==> src/axil_pkg.sv <==
/*
 * AXI4-Lite common definitions
 * Bus widths, payload types and the response code used on every port
 */

package axil_pkg;

  // --------------------
  // Bus widths
  // --------------------
  localparam int AXIL_ADDR_W = 32;
  localparam int AXIL_DATA_W = 32;
  // One strobe bit per data byte
  localparam int AXIL_STRB_W = AXIL_DATA_W / 8;

  // --------------------
  // Payload types
  // --------------------
  typedef logic [AXIL_ADDR_W-1:0] axil_addr_t;
  typedef logic [AXIL_DATA_W-1:0] axil_data_t;
  typedef logic [AXIL_STRB_W-1:0] axil_strb_t;

  // Response codes, only the two this subsystem returns
  typedef enum logic [1:0] {
    OKAY   = 2'b00,
    SLVERR = 2'b10
  } axil_resp_e;

endpackage

==> src/regmap_pkg.sv <==
/*
 * Register map of the shared register bank
 * Index field of the byte address, ID word and reset value
 */

package regmap_pkg;

  // Register index sits just above the byte offset
  localparam int REG_IDX_LSB = 2;
  localparam int REG_IDX_W = 4;
  typedef logic [REG_IDX_W-1:0] reg_idx_t;

  // Read-only identification word at index 0
  localparam axil_pkg::axil_data_t ID_VALUE = 32'h5245_4748;
  // Every writable register comes out of reset with this
  localparam axil_pkg::axil_data_t REG_RESET = '0;

  // Word index taken from a byte address
  function automatic reg_idx_t addr_idx(axil_pkg::axil_addr_t addr);
    return addr[REG_IDX_LSB +: REG_IDX_W];
  endfunction

  // High when no address bit above the index field is set
  function automatic logic addr_in_map(axil_pkg::axil_addr_t addr);
    return (addr >> (REG_IDX_LSB + REG_IDX_W)) == '0;
  endfunction

endpackage
==> src/arb_fixed.sv <==
/*
 * Fixed-priority arbiter
 * Grants at most one request per cycle, lowest index first
 * Enable low forces the grant to zero
 */

`timescale 1ns/1ns

module arb_fixed #(
  // At least 2
  parameter int NUM_MASTERS = 3
) (
  input  logic                   enable,
  input  logic [NUM_MASTERS-1:0] request,
  output logic [NUM_MASTERS-1:0] grant
);

  // --------------------
  // Priority scan
  // --------------------
  logic [NUM_MASTERS-1:0] grant_raw;
  logic                   found;

  // Walk up from index 0, first set bit wins
  always_comb begin
    grant_raw = '0;
    found = 1'b0;
    for (int i = 0; i < NUM_MASTERS; i++) begin
      if (request[i] && !found) begin
        grant_raw[i] = 1'b1;
        found = 1'b1;
      end
    end
  end

  // --------------------
  // Enable mask
  // --------------------
  // No grant leaves the arbiter while disabled
  assign grant = {NUM_MASTERS{enable}} & grant_raw;

endmodule

==> src/axil_arb_mux.sv <==
/*
 * AXI4-Lite interconnect, N managers onto one subordinate
 * Fixed-priority arbitration while idle, then the winner owns the
 * port for one full write or read transaction
 */

`timescale 1ns/1ns

module axil_arb_mux import axil_pkg::*; #(
  parameter int NUM_MASTERS = 3
) (
  input  logic                               clk,
  input  logic                               rst_n,
  // Manager side
  input  logic       [NUM_MASTERS-1:0]       awvalid,
  output logic       [NUM_MASTERS-1:0]       awready,
  input  axil_addr_t [NUM_MASTERS-1:0]       awaddr,
  input  logic       [NUM_MASTERS-1:0]       wvalid,
  output logic       [NUM_MASTERS-1:0]       wready,
  input  axil_data_t [NUM_MASTERS-1:0]       wdata,
  input  axil_strb_t [NUM_MASTERS-1:0]       wstrb,
  output logic       [NUM_MASTERS-1:0]       bvalid,
  input  logic       [NUM_MASTERS-1:0]       bready,
  output axil_resp_e [NUM_MASTERS-1:0]       bresp,
  input  logic       [NUM_MASTERS-1:0]       arvalid,
  output logic       [NUM_MASTERS-1:0]       arready,
  input  axil_addr_t [NUM_MASTERS-1:0]       araddr,
  output logic       [NUM_MASTERS-1:0]       rvalid,
  input  logic       [NUM_MASTERS-1:0]       rready,
  output axil_data_t [NUM_MASTERS-1:0]       rdata,
  output axil_resp_e [NUM_MASTERS-1:0]       rresp,
  // Subordinate side
  output logic                               s_awvalid,
  input  logic                               s_awready,
  output axil_addr_t                         s_awaddr,
  output logic                               s_wvalid,
  input  logic                               s_wready,
  output axil_data_t                         s_wdata,
  output axil_strb_t                         s_wstrb,
  input  logic                               s_bvalid,
  output logic                               s_bready,
  input  axil_resp_e                         s_bresp,
  output logic                               s_arvalid,
  input  logic                               s_arready,
  output axil_addr_t                         s_araddr,
  input  logic                               s_rvalid,
  output logic                               s_rready,
  input  axil_data_t                         s_rdata,
  input  axil_resp_e                         s_rresp
);

  localparam int OWNER_W = $clog2(NUM_MASTERS);

  typedef enum logic [2:0] {
    IDLE,
    WR_ADDR,
    WR_RESP,
    RD_ADDR,
    RD_DATA
  } state_e;

  state_e               state;
  logic [OWNER_W-1:0]   owner;
  logic [OWNER_W-1:0]   grant_idx;
  logic [NUM_MASTERS-1:0] request;
  logic [NUM_MASTERS-1:0] grant;

  // --------------------
  // Arbitration
  // --------------------
  // Either channel asks for the port
  assign request = awvalid | arvalid;

  // Only a new grant while idle
  arb_fixed #(
    .NUM_MASTERS(NUM_MASTERS)
  ) u_arb (
    .enable  (state == IDLE),
    .request (request),
    .grant   (grant)
  );

  // One-hot grant to index
  always_comb begin
    grant_idx = '0;
    for (int i = 0; i < NUM_MASTERS; i++) begin
      if (grant[i]) begin
        grant_idx = OWNER_W'(i);
      end
    end
  end

  // --------------------
  // Transaction FSM
  // --------------------
  always_ff @(posedge clk) begin
    if (!rst_n) begin
      state <= IDLE;
      owner <= '0;
    end else begin
      case (state)
        IDLE: begin
          if (|grant) begin
            owner <= grant_idx;
            // Write goes first when both are pending
            state <= awvalid[grant_idx] ? WR_ADDR : RD_ADDR;
          end
        end
        // Address and data are accepted in the same cycle
        WR_ADDR: if (s_awvalid && s_awready) state <= WR_RESP;
        WR_RESP: if (s_bvalid && s_bready) state <= IDLE;
        RD_ADDR: if (s_arvalid && s_arready) state <= RD_DATA;
        RD_DATA: if (s_rvalid && s_rready) state <= IDLE;
        default: state <= IDLE;
      endcase
    end
  end

  // --------------------
  // Owner to subordinate
  // --------------------
  assign s_awvalid = (state == WR_ADDR) && awvalid[owner];
  assign s_wvalid  = (state == WR_ADDR) && wvalid[owner];
  assign s_awaddr  = awaddr[owner];
  assign s_wdata   = wdata[owner];
  assign s_wstrb   = wstrb[owner];
  assign s_bready  = (state == WR_RESP) && bready[owner];
  assign s_arvalid = (state == RD_ADDR) && arvalid[owner];
  assign s_araddr  = araddr[owner];
  assign s_rready  = (state == RD_DATA) && rready[owner];

  // --------------------
  // Subordinate to managers
  // --------------------
  // Handshakes only reach the owner, payload is broadcast
  always_comb begin
    for (int i = 0; i < NUM_MASTERS; i++) begin
      awready[i] = 1'b0;
      wready[i]  = 1'b0;
      bvalid[i]  = 1'b0;
      arready[i] = 1'b0;
      rvalid[i]  = 1'b0;
      if (owner == OWNER_W'(i)) begin
        awready[i] = (state == WR_ADDR) && s_awready;
        wready[i]  = (state == WR_ADDR) && s_wready;
        bvalid[i]  = (state == WR_RESP) && s_bvalid;
        arready[i] = (state == RD_ADDR) && s_arready;
        rvalid[i]  = (state == RD_DATA) && s_rvalid;
      end
      bresp[i] = s_bresp;
      rdata[i] = s_rdata;
      rresp[i] = s_rresp;
    end
  end

endmodule

==> src/reg_bank.sv <==
/*
 * AXI4-Lite register bank
 * Byte-strobed registers, read-only ID word at index 0,
 * SLVERR for writes to the ID word and for unmapped indexes
 */

`timescale 1ns/1ns

module reg_bank import axil_pkg::*, regmap_pkg::*; #(
  // At most 16
  parameter int NUM_REGS = 12
) (
  input  logic       clk,
  input  logic       rst_n,
  input  logic       awvalid,
  output logic       awready,
  input  axil_addr_t awaddr,
  input  logic       wvalid,
  output logic       wready,
  input  axil_data_t wdata,
  input  axil_strb_t wstrb,
  output logic       bvalid,
  input  logic       bready,
  output axil_resp_e bresp,
  input  logic       arvalid,
  output logic       arready,
  input  axil_addr_t araddr,
  output logic       rvalid,
  input  logic       rready,
  output axil_data_t rdata,
  output axil_resp_e rresp
);

  // Index 0 is the ID word, not stored
  axil_data_t regs [1:NUM_REGS-1];

  reg_idx_t   wr_idx;
  reg_idx_t   rd_idx;
  logic       wr_fire;
  logic       wr_ok;
  logic       rd_fire;
  axil_data_t rd_word;
  axil_resp_e rd_code;

  // --------------------
  // Write channel
  // --------------------
  // Accept address and data together, one response at a time
  assign awready = awvalid && wvalid && !bvalid;
  assign wready  = awready;
  assign wr_fire = awready;

  assign wr_idx = addr_idx(awaddr);
  // ID word and unmapped indexes are not writable
  assign wr_ok  = addr_in_map(awaddr) && (wr_idx != '0) && (wr_idx < NUM_REGS);

  always_ff @(posedge clk) begin
    if (!rst_n) begin
      for (int k = 1; k < NUM_REGS; k++) begin
        regs[k] <= REG_RESET;
      end
    end else if (wr_fire && wr_ok) begin
      // Merge only the strobed bytes
      for (int b = 0; b < AXIL_STRB_W; b++) begin
        if (wstrb[b]) begin
          regs[wr_idx][8*b +: 8] <= wdata[8*b +: 8];
        end
      end
    end
  end

  always_ff @(posedge clk) begin
    if (!rst_n) begin
      bvalid <= 1'b0;
    end else if (wr_fire) begin
      bvalid <= 1'b1;
    end else if (bready) begin
      bvalid <= 1'b0;
    end
  end

  always_ff @(posedge clk) begin
    if (wr_fire) begin
      bresp <= wr_ok ? OKAY : SLVERR;
    end
  end

  // --------------------
  // Read channel
  // --------------------
  assign arready = arvalid && !rvalid;
  assign rd_fire = arready;
  assign rd_idx  = addr_idx(araddr);

  // Decode of the read address
  always_comb begin
    if (!addr_in_map(araddr) || (rd_idx >= NUM_REGS)) begin
      rd_word = '0;
      rd_code = SLVERR;
    end else if (rd_idx == '0) begin
      rd_word = ID_VALUE;
      rd_code = OKAY;
    end else begin
      rd_word = regs[rd_idx];
      rd_code = OKAY;
    end
  end

  always_ff @(posedge clk) begin
    if (!rst_n) begin
      rvalid <= 1'b0;
    end else if (rd_fire) begin
      rvalid <= 1'b1;
    end else if (rready) begin
      rvalid <= 1'b0;
    end
  end

  // Read payload captured with the address handshake
  always_ff @(posedge clk) begin
    if (rd_fire) begin
      rdata <= rd_word;
      rresp <= rd_code;
    end
  end

endmodule

==> src/reg_hub_top.sv <==
/*
 * Shared register hub
 * Several AXI4-Lite managers reach one register bank
 * through a fixed-priority, transaction-locking interconnect
 */

`timescale 1ns/1ns

module reg_hub_top import axil_pkg::*; #(
  parameter int NUM_MASTERS = 3,
  parameter int NUM_REGS    = 12
) (
  input  logic                         clk,
  input  logic                         rst_n,
  input  logic       [NUM_MASTERS-1:0] awvalid,
  output logic       [NUM_MASTERS-1:0] awready,
  input  axil_addr_t [NUM_MASTERS-1:0] awaddr,
  input  logic       [NUM_MASTERS-1:0] wvalid,
  output logic       [NUM_MASTERS-1:0] wready,
  input  axil_data_t [NUM_MASTERS-1:0] wdata,
  input  axil_strb_t [NUM_MASTERS-1:0] wstrb,
  output logic       [NUM_MASTERS-1:0] bvalid,
  input  logic       [NUM_MASTERS-1:0] bready,
  output axil_resp_e [NUM_MASTERS-1:0] bresp,
  input  logic       [NUM_MASTERS-1:0] arvalid,
  output logic       [NUM_MASTERS-1:0] arready,
  input  axil_addr_t [NUM_MASTERS-1:0] araddr,
  output logic       [NUM_MASTERS-1:0] rvalid,
  input  logic       [NUM_MASTERS-1:0] rready,
  output axil_data_t [NUM_MASTERS-1:0] rdata,
  output axil_resp_e [NUM_MASTERS-1:0] rresp
);

  // --------------------
  // Shared subordinate port
  // --------------------
  logic       s_awvalid;
  logic       s_awready;
  axil_addr_t s_awaddr;
  logic       s_wvalid;
  logic       s_wready;
  axil_data_t s_wdata;
  axil_strb_t s_wstrb;
  logic       s_bvalid;
  logic       s_bready;
  axil_resp_e s_bresp;
  logic       s_arvalid;
  logic       s_arready;
  axil_addr_t s_araddr;
  logic       s_rvalid;
  logic       s_rready;
  axil_data_t s_rdata;
  axil_resp_e s_rresp;

  // Interconnect, managers in and one port out
  axil_arb_mux #(
    .NUM_MASTERS(NUM_MASTERS)
  ) u_mux (
    .clk       (clk),
    .rst_n     (rst_n),
    .awvalid   (awvalid),
    .awready   (awready),
    .awaddr    (awaddr),
    .wvalid    (wvalid),
    .wready    (wready),
    .wdata     (wdata),
    .wstrb     (wstrb),
    .bvalid    (bvalid),
    .bready    (bready),
    .bresp     (bresp),
    .arvalid   (arvalid),
    .arready   (arready),
    .araddr    (araddr),
    .rvalid    (rvalid),
    .rready    (rready),
    .rdata     (rdata),
    .rresp     (rresp),
    .s_awvalid (s_awvalid),
    .s_awready (s_awready),
    .s_awaddr  (s_awaddr),
    .s_wvalid  (s_wvalid),
    .s_wready  (s_wready),
    .s_wdata   (s_wdata),
    .s_wstrb   (s_wstrb),
    .s_bvalid  (s_bvalid),
    .s_bready  (s_bready),
    .s_bresp   (s_bresp),
    .s_arvalid (s_arvalid),
    .s_arready (s_arready),
    .s_araddr  (s_araddr),
    .s_rvalid  (s_rvalid),
    .s_rready  (s_rready),
    .s_rdata   (s_rdata),
    .s_rresp   (s_rresp)
  );

  // Register file behind the interconnect
  reg_bank #(
    .NUM_REGS(NUM_REGS)
  ) u_regs (
    .clk     (clk),
    .rst_n   (rst_n),
    .awvalid (s_awvalid),
    .awready (s_awready),
    .awaddr  (s_awaddr),
    .wvalid  (s_wvalid),
    .wready  (s_wready),
    .wdata   (s_wdata),
    .wstrb   (s_wstrb),
    .bvalid  (s_bvalid),
    .bready  (s_bready),
    .bresp   (s_bresp),
    .arvalid (s_arvalid),
    .arready (s_arready),
    .araddr  (s_araddr),
    .rvalid  (s_rvalid),
    .rready  (s_rready),
    .rdata   (s_rdata),
    .rresp   (s_rresp)
  );

endmodule

==> config.mk <==
export PLATFORM = sky130hd
export DESIGN_NAME = reg_hub_top
export DESIGN_NICKNAME = d
export VERILOG_FILES = /design/src/axil_pkg.sv /design/src/regmap_pkg.sv /design/src/arb_fixed.sv /design/src/axil_arb_mux.sv /design/src/reg_bank.sv /design/src/reg_hub_top.sv
export SDC_FILE = /design/constraint.sdc
export NUM_CORES = 1
export LEC_CHECK = 0
export BUFFER_PORTS_ARGS = -buffer_cell sky130_fd_sc_hd__buf_2
export CORE_UTILIZATION = 50
export DETAILED_ROUTE_END_ITERATION = 12
export GPL_TIMING_DRIVEN = 0
export PLACE_DENSITY = 0.81
export SETUP_SLACK_MARGIN = 0.3
export SLEW_MARGIN = 20
export SYNTH_ARGS = -nofsm -noshare
export SYNTH_HDL_FRONTEND = slang
export SYNTH_SLANG_ARGS = --single-unit
==> constraint.sdc <==
create_clock -name clk -period 3 [get_ports clk]
set_input_delay 0.15 -clock clk [delete_from_list [all_inputs] [get_ports clk]]
set_output_delay 0.15 -clock clk [all_outputs]
set_load 0.005 [all_outputs]
# Word-level counts from Yosys, hierarchy flattened
# Memory sizes are Yosys's and may differ from the RTL's.
# Cells that the tools add are included.
[op_classes]
eq_ne = 11
n_reduce_logical = 40
magnitude_cmp = 4
n_mux = 72
n_bitwise = 2
[op_table]
columns = ["operator", "n"]
rows = [
  ["$bmux 32 s2", 3],
  ["$mux 32", 4],
  ["$logic_not 32->1", 2],
  ["$mux 1", 44],
  ["$reduce_or 32->1", 1],
  ["$mux 31", 1],
  ["$logic_and 1x1->1", 21],
  ["$mux 3", 5],
  ["$pmux 3 s5", 1],
  ["$bmux 1 s2", 6],
  ["$mux 4", 3],
  ["$ne 2x1->1 const B", 5],
  ["$bmux 4 s2", 1],
  ["$mux 2", 4],
  ["$eq 3x2->1 const B", 2],
  ["$lt 2x3->1 const B", 2],
  ["$logic_not 1->1", 5],
  ["$reduce_and 5->1", 1],
  ["$ge 4x4->1 const B", 1],
  ["$logic_not 4->1", 1],
  ["$lt 4x4->1 const B", 1],
  ["$reduce_bool 2->1", 2],
  ["$reduce_bool 4->1", 1],
  ["$and 3x3->3", 1],
  ["11 further kinds", 11],
]
[totals]
mem_count = 1
ff_bits = 43
wordCells = 138
mem_bits_rw = 352
input_bits = 317
output_inout_bits = 123
[memory_table]
columns = ["name", "words", "word_bits", "rd", "rd_ports_with_merged_regs", "wr", "line", "rtl"]
rows = [
  ["u_regs.regs", 11, 32, 1, 0, 11, "reg_bank.sv:35", "axil_data_t regs [1:NUM_REGS-1];"],
]

# Depth between registers and ports, before layout
# Gate-level depths: netlist of run 1.
[depth]
depth_word = 16
ltp_mapped = 10
mapped_depth_nobuf = 6

# By module
# Synthesis of run 1 repeated with hierarchy kept, for this count alone.
[unflattened]
hier_cells = 2072
area_unflattened_um2 = 23080.9
[by_module_without_submodules]
columns = ["module", "area_each_um2", "seq_area_each_um2", "cells_each", "n_inst"]
rows = [
  ["reg_bank", 19591.3, 12231.7, 1537, 1],
  ["axil_arb_mux", 3460.8, 100.1, 532, 1],
  ["arb_fixed", 28.8, 0.0, 3, 1],
]

# Worst setup path before layout of run 1
# OpenSTA, ideal clock, no wires.
[synth_path]
path_type = "reg2reg"
start = "register u_mux.owner[1]"
end = "memory u_regs.regs[2][0] in the netlist's numbering (enable)"
period_less_slack_ps = 3023
path_stages_with_launch = 9
n_path_buf = 3
path_slack_ps = -23
t_required_ps = 2602
setup_time_ps = 398
arrival_time_ps = 2625
path_cell_list = "dfxtp_1 -> buf_2 -> nor4b_2 -> nand4_1 -> o21bai_1 -> o21ai_1 -> buf_2 -> buf_4 -> o41ai_1"
[synth_lines]
columns = ["element", "line", "rtl"]
rows = [
  ["start, declared", "axil_arb_mux.sv:63", "logic [OWNER_W-1:0] owner;"],
  ["start signal, assigned", "axil_arb_mux.sv:104", "owner <= grant_idx;"],
  ["end, declared", "reg_bank.sv:35", ""],
]

# Worst setup path after layout of run 1
[layout_path]
start = "register u_mux.owner[0]"
end = "register u_regs.rdata[31] (data pin)"
[layout_via]
elab_chain_len = 6
word_cells_on_any_way = 9
cone_classes = "order compare: 1; mux: 2; reduce/logical: 5; memory: 1"
[layout_lines]
columns = ["element", "line", "rtl"]
rows = [
  ["$bmux 32 s2 (*)", "axil_arb_mux.sv:129", "assign s_araddr = araddr[owner];"],
  ["$mux 32 (not written as such) (*)", "axil_arb_mux.sv:129", ""],
  ["$logic_not 32->1", "regmap_pkg.sv:25", "return (addr >> (REG_IDX_LSB + REG_IDX_W)) == '0;"],
  ["$logic_not 1->1", "reg_bank.sv:97", "if (!addr_in_map(araddr) || (rd_idx >= NUM_REGS)) begin"],
  ["$logic_or 1x1->1", "reg_bank.sv:97", ""],
  ["$reduce_or 2->1 (no line)", "-", ""],
  ["end signal, assigned", "reg_bank.sv:122", "rdata <= rd_word;"],
  ["end, declared", "reg_bank.sv:30", "output axil_data_t rdata,"],
]
# Mark *: on every way between the ends. The rest lies on a longest branch, timed or not. The select of a mux whose other input is x is not followed.
# A chain may end at the register's enable or synchronous reset.

==> results_dict.tcl, run 1 <==
set metrics [dict create \
    dominantRegCellSynth "edfxtp_1" \
    vias 23300 \
    synth.area.mux_share_pct 8.97 \
    insertion_delay_ps 600 \
    drtIter0Drc 3770 \
    die_w_um 216 \
    p_switching_mw 7.05 \
    io_buffers 420 \
    p_per_area_nw_per_um2 590 \
    min_to "u_mux.owner[1]$_SDFFE_PN0P_" \
    drc_errors 0 \
    syn2layout_area_growth_pct 40.5 \
    final_cells 3319 \
    layout.nets 2993 \
    cp_data_required_time_ps 3450 \
    grt_max_degree 35 \
    die_y_um 216 \
    yosys.area.top_type "edfxtp_1" \
    num_io_pins 440 \
    finalClockSkew_ps 15.0 \
    gp_congestion 1.03 \
    netlist_top_cells_area "edfxtp_1, nor4_1, nor3_1, mux2i_1, nand2_1" \
    p_leak_nw 11.7 \
    rows 78 \
    grt_setup_unrepaired "true" \
    syn_inst 2051 \
    power_frac_seq_pct 35.2 \
    power.internal_mw 12.0 \
    fin_util_pct 71.1 \
    start_kind "flop" \
    hold_viol 0 \
    fin_area_um2 32200 \
    mostFrequentLayoutCells "buf_2, edfxtp_1, nand2_1, nor3_1, buf_4" \
    synth_top_family_by_area "simple AND/OR/NAND/NOR gates" \
    cts_tree "done" \
    yosysTopAreaCellShare_pct 53.2 \
    hpwl_mm 85.7 \
    synth_fa_ha_area_share_pct 0 \
    dpl.cell_count 3119 \
    r2r-start "u_mux.owner[0]$_SDFFE_PN0P_" \
    synth-seq-cells 413 \
    wire_per_inst_um 35.6 \
    final_common_cell "buf_2" \
    path_class "flop to flop" \
    grt_pass1_wl_mm 160 \
    reg2regPathDepth 10 \
    timing.rr.end "u_regs.rdata[31]$_SDFFCE_PP0P_" \
    relSlewSlack_pct 9.08 \
    drive_gt1_share_pct 47.0 \
    synth-compound-area-share_pct 10.6 \
    synthArstFlopShare_pct 0 \
    fmax_mhz 351 \
    holdCritPathClass "input pin to flop" \
    synth-edff-count 406 \
    htreeDepth 2 \
    synth-simple-area-share_pct 18.7 \
    worst-path-max-fanout 10 \
    cp_data_arrival_time_ps 3300 \
    worst_slew_pin_slew_ps 1360 \
    min_period_over_period_pct 94.9 \
    synth_cell_types 75 \
    clock_power_share_pct 30.5 \
    start_util_pct 50.6 \
    grt-ovfl-total 0 \
    die-area_um2 46700 \
    p_comb_share_pct 34.4 \
    setup_viol 0 \
    synth_seq_area_share_pct 53.8 \
    syn_area_um2 22900 \
    syn_area_per_cell_um2 11.2 \
    first_pass_iters 6 \
    maxSlewViolCount 0 \
    hold_path_depth 4 \
    core_area_um2 45300 \
    ant_nets 0 \
    synth-xor-area-share_pct 0 \
    swShare_pct 37.1 \
    grt_pass1_vias 21700 \
    endpoint_kind "flop" \
    ys_warn_count 0 \
    cts.clk_slew.worst_paths_ps 60 \
    drt-vias-per-instance 7.03 \
    numCtsBuffers 44 \
    root_buffer "clkbuf_16" \
    antenna_found_initial 12 \
    min-delay-start "arvalid[2]" \
    peakVddDrop_uv 399 \
    power_mw 19.0 \
    placed_area_um2 26300 \
    clk_path_buf_depth 3 \
    maxCapViolCount 0 \
    cts.sinks 413 \
    status "complete, no violations" \
    rrSetupSlack_ps 150 \
    grt_usage_pct 49.2 \
    post-route-min-period_ps 2850 \
    drt_wl_total_mm 118 \
]
==> critical path: stages, from the launching register on <==
cell and delay [ps]:
dfxtp_1 350, buf_6 170, buf_16 180, buf_4 140, mux2i_4 310, a2bb2oi_4 200, buf_12 160, nand2_1 220
buf_6 270, o221ai_2 390, o2111a_1 280
==> per-layer routing <==
metal  vias to the layer above  part of all wire [%]  global-route usage [%]
li1                       9195                     -                       -
met1                     11200                    34                    61.9
met2                      2389                    40                    67.1
met3                       529                    18                    23.2
met4                        10                   8.1                    32.7
met5                         -                  0.15                       0
==> stage by stage <==
step / hold WS, ps / worst slack [ps] / setup TNS, ps
after floorplan: 358 / -22.9 / -550
after global placement: 473 / -2720 / -627750
after detailed placement: 470 / -1470 / -421660
after CTS: 8.80 / 179 / 0
after global routing: 60.5 / 86.9 / 0
final: 32.8 / 153 / 0
==> Yosys cell counts (8+ instances only) <==
cell type	instances
edfxtp_1	406
nand2_1	219
nor3_1	213
nor4_1	173
buf_4	98
clkbuf_1	94
a21oi_1	90
mux2i_1	90
nand3_1	74
buf_2	71
o221ai_1	51
inv_1	49
o21ai_0	40
nor2_1	35
mux4_2	33
mux2_2	25
o31ai_1	21
nor3_2	20
o2111ai_1	19
a221oi_1	16
and2_1	15
nor2b_1	14
o2111a_1	13
or3_1	13
o2bb2ai_1	12
a22oi_1	11
buf_6	11
buf_1	9
nand4_1	9
o211a_1	9
a2bb2oi_1	8
==> final cells by class <==
cell class | count | area, um2
repair buffers | 554 | 3620
diodes | 10 | 25.0
clock inverters | 29 | 320
flip-flops and latches | 413 | 12300
well taps | 600 | 751
multi-input cells | 1328 | 11600
clock buffers | 50 | 1170
fillers | 3178 | 13100
inverters | 51 | 196
plain buffers | 284 | 2250
==> cells by family after synthesis <==
logic type,count (synthesis)
AOI/OAI and AO/OA,332
DFF,413
buffers and inverters,335
and+or+nand+nor,817
muxes,153
other,1
==> flip-flops by register name (all words and copies together), names as in the netlist <==
signal	cells
u_regs.regs	372
u_regs.rdata	32
u_mux.state	3
u_mux.owner	2
u_regs.bresp	1
u_regs.bvalid	1
u_regs.rresp	1
u_regs.rvalid	1
==> power by group through the flow <==
stage               Sequential [mW]  Combinational (mW)  Clock [mW]
detailed placement             6.80                4.57           0
CTS                            6.68                5.47        5.69
global placement               6.80                4.49           0
floorplan                      6.75                2.31           0
global route                   6.71                6.49        5.88
finish                         6.69                6.53        5.79
==> what timing repair did <==
item / in CTS / in global routing
buffers inserted: 66 / 32
resized for setup: 424 / 311
cloned: 1 / 1
hold endpoints to repair: 8 / 1
setup endpoints to repair: 789 / 695
pin swaps: 47 / 46
hold buffers: 10 / 1
==> how the worst max path moves through the flow <==
stage                           startpoint                          endpoint  slack, ps  cells past startpoint
2_1_floorplan  u_mux.owner[1]$_SDFFE_PN0P_   u_regs.regs[2][0]$_SDFFCE_PN0P_        -20                      8
3_5_place_dp   u_mux.owner[1]$_SDFFE_PN0P_    u_regs.rdata[18]$_SDFFCE_PP0P_      -1470                      9
5_1_grt        u_mux.owner[0]$_SDFFE_PN0P_  u_regs.regs[2][17]$_SDFFCE_PN0P_         90                     11
4_1_cts        u_mux.state[2]$_SDFFE_PN0P_  u_regs.regs[4][27]$_SDFFCE_PN0P_        180                     10
3_3_place_gp   u_mux.owner[1]$_SDFFE_PN0P_  u_regs.regs[2][23]$_SDFFCE_PN0P_      -2720                      8
6_report       u_mux.owner[0]$_SDFFE_PN0P_    u_regs.rdata[31]$_SDFFCE_PP0P_        150                     10
(Power assumes the default switching activity.)
==> run 2: changes to the inputs <==
--- a/config.mk
+++ b/config.mk
@@ -10,3 +10,3 @@
 export DETAILED_ROUTE_END_ITERATION = 12
-export GPL_TIMING_DRIVEN = 0
+export GPL_TIMING_DRIVEN = 1
 export PLACE_DENSITY = 0.81
==> constraint.sdc (replaced) <==
create_clock -name clk -period 3 [get_ports clk]
set_input_delay 0.6 -clock clk [delete_from_list [all_inputs] [get_ports clk]]
set_output_delay 0.6 -clock clk [all_outputs]
set_load 0.005 [all_outputs]
==> run 2 against run 1 <==
Compared with the run above:
- hold slack gained 350 ps
- cell count fell by 6.3%
- routed wire length is 27% lower
- first-iteration DRC count down 5.5%
- power is 14% lower
- clock skew rose by 2.8 ps
- clock power fell by 14%
- flip-flop and latch count unchanged
- cell area fell by 13%
- critical path type unchanged
- largest cell class unchanged
==> results_dict.tcl, run 2 (synthesis gave the netlist of run 1 again) <==
set metrics [dict create \
    status "complete, no violations" \
    hpwl_mm 58.8 \
    start_util_pct 50.6 \
    final_common_cell "buf_2" \
    largest-register "u_regs.regs" \
    cpPeakStageDelay_ps 430 \
    largestRegisters "u_regs.regs: 372 flops, u_regs.rdata: 32 flops, u_mux.state: 3 flops" \
    p_leak_nw 10.3 \
    vias 21100 \
    mostFrequentLayoutCells "buf_2, edfxtp_1, nor3_1, nand2_1, buf_4" \
    p_per_area_nw_per_um2 582 \
    multi_input_area_um2 9280 \
    top_usage_layer "met2" \
    root_buffer "clkbuf_16" \
    endpoint_kind "flop" \
    p_switching_mw 5.41 \
    whs_ps 385 \
    maxCapViolCount 0 \
    htreeDepth 2 \
    hold_viol 0 \
    reg2regPathDepth 8 \
    relSlewSlack_pct 25.4 \
    layout.nets 2800 \
    cp_data_arrival_time_ps 3270 \
    grt-ovfl-total 0 \
    finalClockSkew_ps 17.8 \
    timing.rr.end "u_regs.rdata[17]$_SDFFCE_PP0P_" \
    numCtsBuffers 44 \
    grt_pass1_wl_mm 124 \
    syn2layout_area_growth_pct 22.9 \
    crit_start "u_mux.owner[0]$_SDFFE_PN0P_" \
    path_class "flop to flop" \
    path_cells "buf_8, mux2i_2, a2bb2oi_4, buf_6, nand2_2, o221a_2, nor4_1, buf_4" \
    peakVddDrop_uv 442 \
    fillers 3414 \
    die_y_um 216 \
    holdCritPathClass "input pin to flop" \
    swShare_pct 33.0 \
    min_period_over_period_pct 94.4 \
    drt-vias-per-instance 6.79 \
    cts_tree "done" \
    die-area_um2 46700 \
    antenna_found_initial 3 \
    post-route-min-period_ps 2830 \
    hold_path_depth 3 \
    grt_pass1_vias 20100 \
    first_pass_iters 6 \
    min_to "u_regs.regs[0][19]$_DFFE_PP_" \
    groute.layer.met3.usage_pct 10.8 \
    die_w_um 216 \
    clock_power_share_pct 30.5 \
    grt_max_degree 106 \
    cts.sinks 413 \
    rrSetupSlack_ps 170 \
    power_frac_seq_pct 40.8 \
    largest_reg_flops 372 \
    drive_gt1_share_pct 34.5 \
    insertion_delay_ps 560 \
    gp_congestion 1.02 \
    fmax_mhz 353 \
    start_kind "flop" \
    maxSlewViolCount 0 \
    setup_tns_ps 0 \
    worst_slew_pin_slew_ps 1110 \
    rows 78 \
    cp_data_required_time_ps 3430 \
    p_comb_share_pct 28.7 \
    grt_usage_pct 35.7 \
    min-delay-start "wdata[83]" \
    placed_area_um2 26000 \
    r2r-start "u_mux.owner[0]$_SDFFE_PN0P_" \
    core_area_um2 45300 \
    drt_wl_total_mm 86.6 \
    power.internal_mw 11.0 \
    holdBufCountCts 0 \
    grt_setup_unrepaired "true" \
    worst-path-max-fanout 21 \
    drtIter0Drc 3563 \
    worst_path_max_delay_cell "dfxtp_4" \
    ant_nets 0 \
    wire_per_inst_um 27.8 \
    grt_use_met2_pct 55.5 \
    cts.clk_slew.worst_paths_ps 60 \
    grt_use_met1_pct 45.5 \
    crit_buf_inv 3 \
    drc_errors 0 \
    fin_area_um2 28200 \
    num_io_pins 440 \
    setup_viol 0 \
    seqCellArea_um2 12300 \
    clk_path_buf_depth 3 \
    io_buffers 421 \
    cp_top_family "compound AO/OA/AOI/OAI gates" \
]
==> run 2: changes by cell type in the layout (fill, tap and decap cells not counted), moves of 19 or more <==
cell      before  now
nor4_4        19    0
a21oi_2       33    6
o221ai_1      28   51
o31ai_1        0   19
nor4_2        31   12
nor4_1       129  167
clkbuf_4      22    0
clkbuf_2      39    0
a21oi_1       40   84
buf_2        461  421
o21ai_4       24    3
o31ai_4       21    0
buf_6         41    8
==> run 2: worst register-to-register path, delay by kind of cell (launching register included) <==
kind,cells,cell delay [ps]
flops,1,430
compound gates,2,680
mux,1,350
buf+inv,3,670
simple gates,2,570
==> run 2: power by group through the flow <==
stage	registers (mW)	logic (mW)	clock network, mW
4_1_cts	6.69	4.25	4.96
5_1_grt	6.70	4.81	5.18
2_1_floorplan	6.75	2.31	0
3_3_place_gp	6.79	3.96	0
6_report	6.69	4.71	5.00
3_5_place_dp	6.81	4.04	0
==> run 2: how the worst max path moves through the flow <==
stage / to / slack [ps] / cells past startpoint
global route: arready[1] / 220 / 8
finish: u_regs.rdata[17]$_SDFFCE_PP0P_ / 170 / 8
CTS: u_regs.regs[11][14]$_SDFFCE_PN0P_ / 280 / 8
detailed placement: u_regs.rdata[17]$_SDFFCE_PP0P_ / 50 / 8
floorplan: u_regs.regs[11][24]$_SDFFCE_PN0P_ / 150 / 7
global placement: u_regs.rdata[17]$_SDFFCE_PP0P_ / 70 / 8
==> run 2: routing by layer <==
layer	part of all wire [%]	routed length [um]
met1	34	29000
met2	44	38200
met3	16	14300
met4	5.9	5100
met5	0	0
==> run 2: timing repair <==
action | CTS | global route
endpoints found under the setup margin | 224 | 409
buffers inserted | 21 | 23
pin swaps | 1 | 3
cloned | 4 | 2
gates resized for setup | 17 | 64
==> run 2: through the flow <==
stage          setup slack [ps]  util (%)  total power [mW]  cells
6_report                    168      62.2              16.4   3110
5_1_grt                     218      62.2              16.7   3110
4_1_cts                     276      61.1              15.9   3083
3_5_place_dp               48.0      57.5              10.9   2987
3_3_place_gp               66.5      57.5              10.7   2987
2_1_floorplan               146         -              9.06   2076
==> run 2: cell type report <==
type | count | area share, %
tap | 600 | 2.66
inverter | 51 | 0.684
sequential | 413 | 43.8
multi-input combinational | 1328 | 33.0
clock inverter | 15 | 0.351
clock buffer | 56 | 4.14
timing repair buffer | 645 | 15.4
antenna | 2 | 0.0178
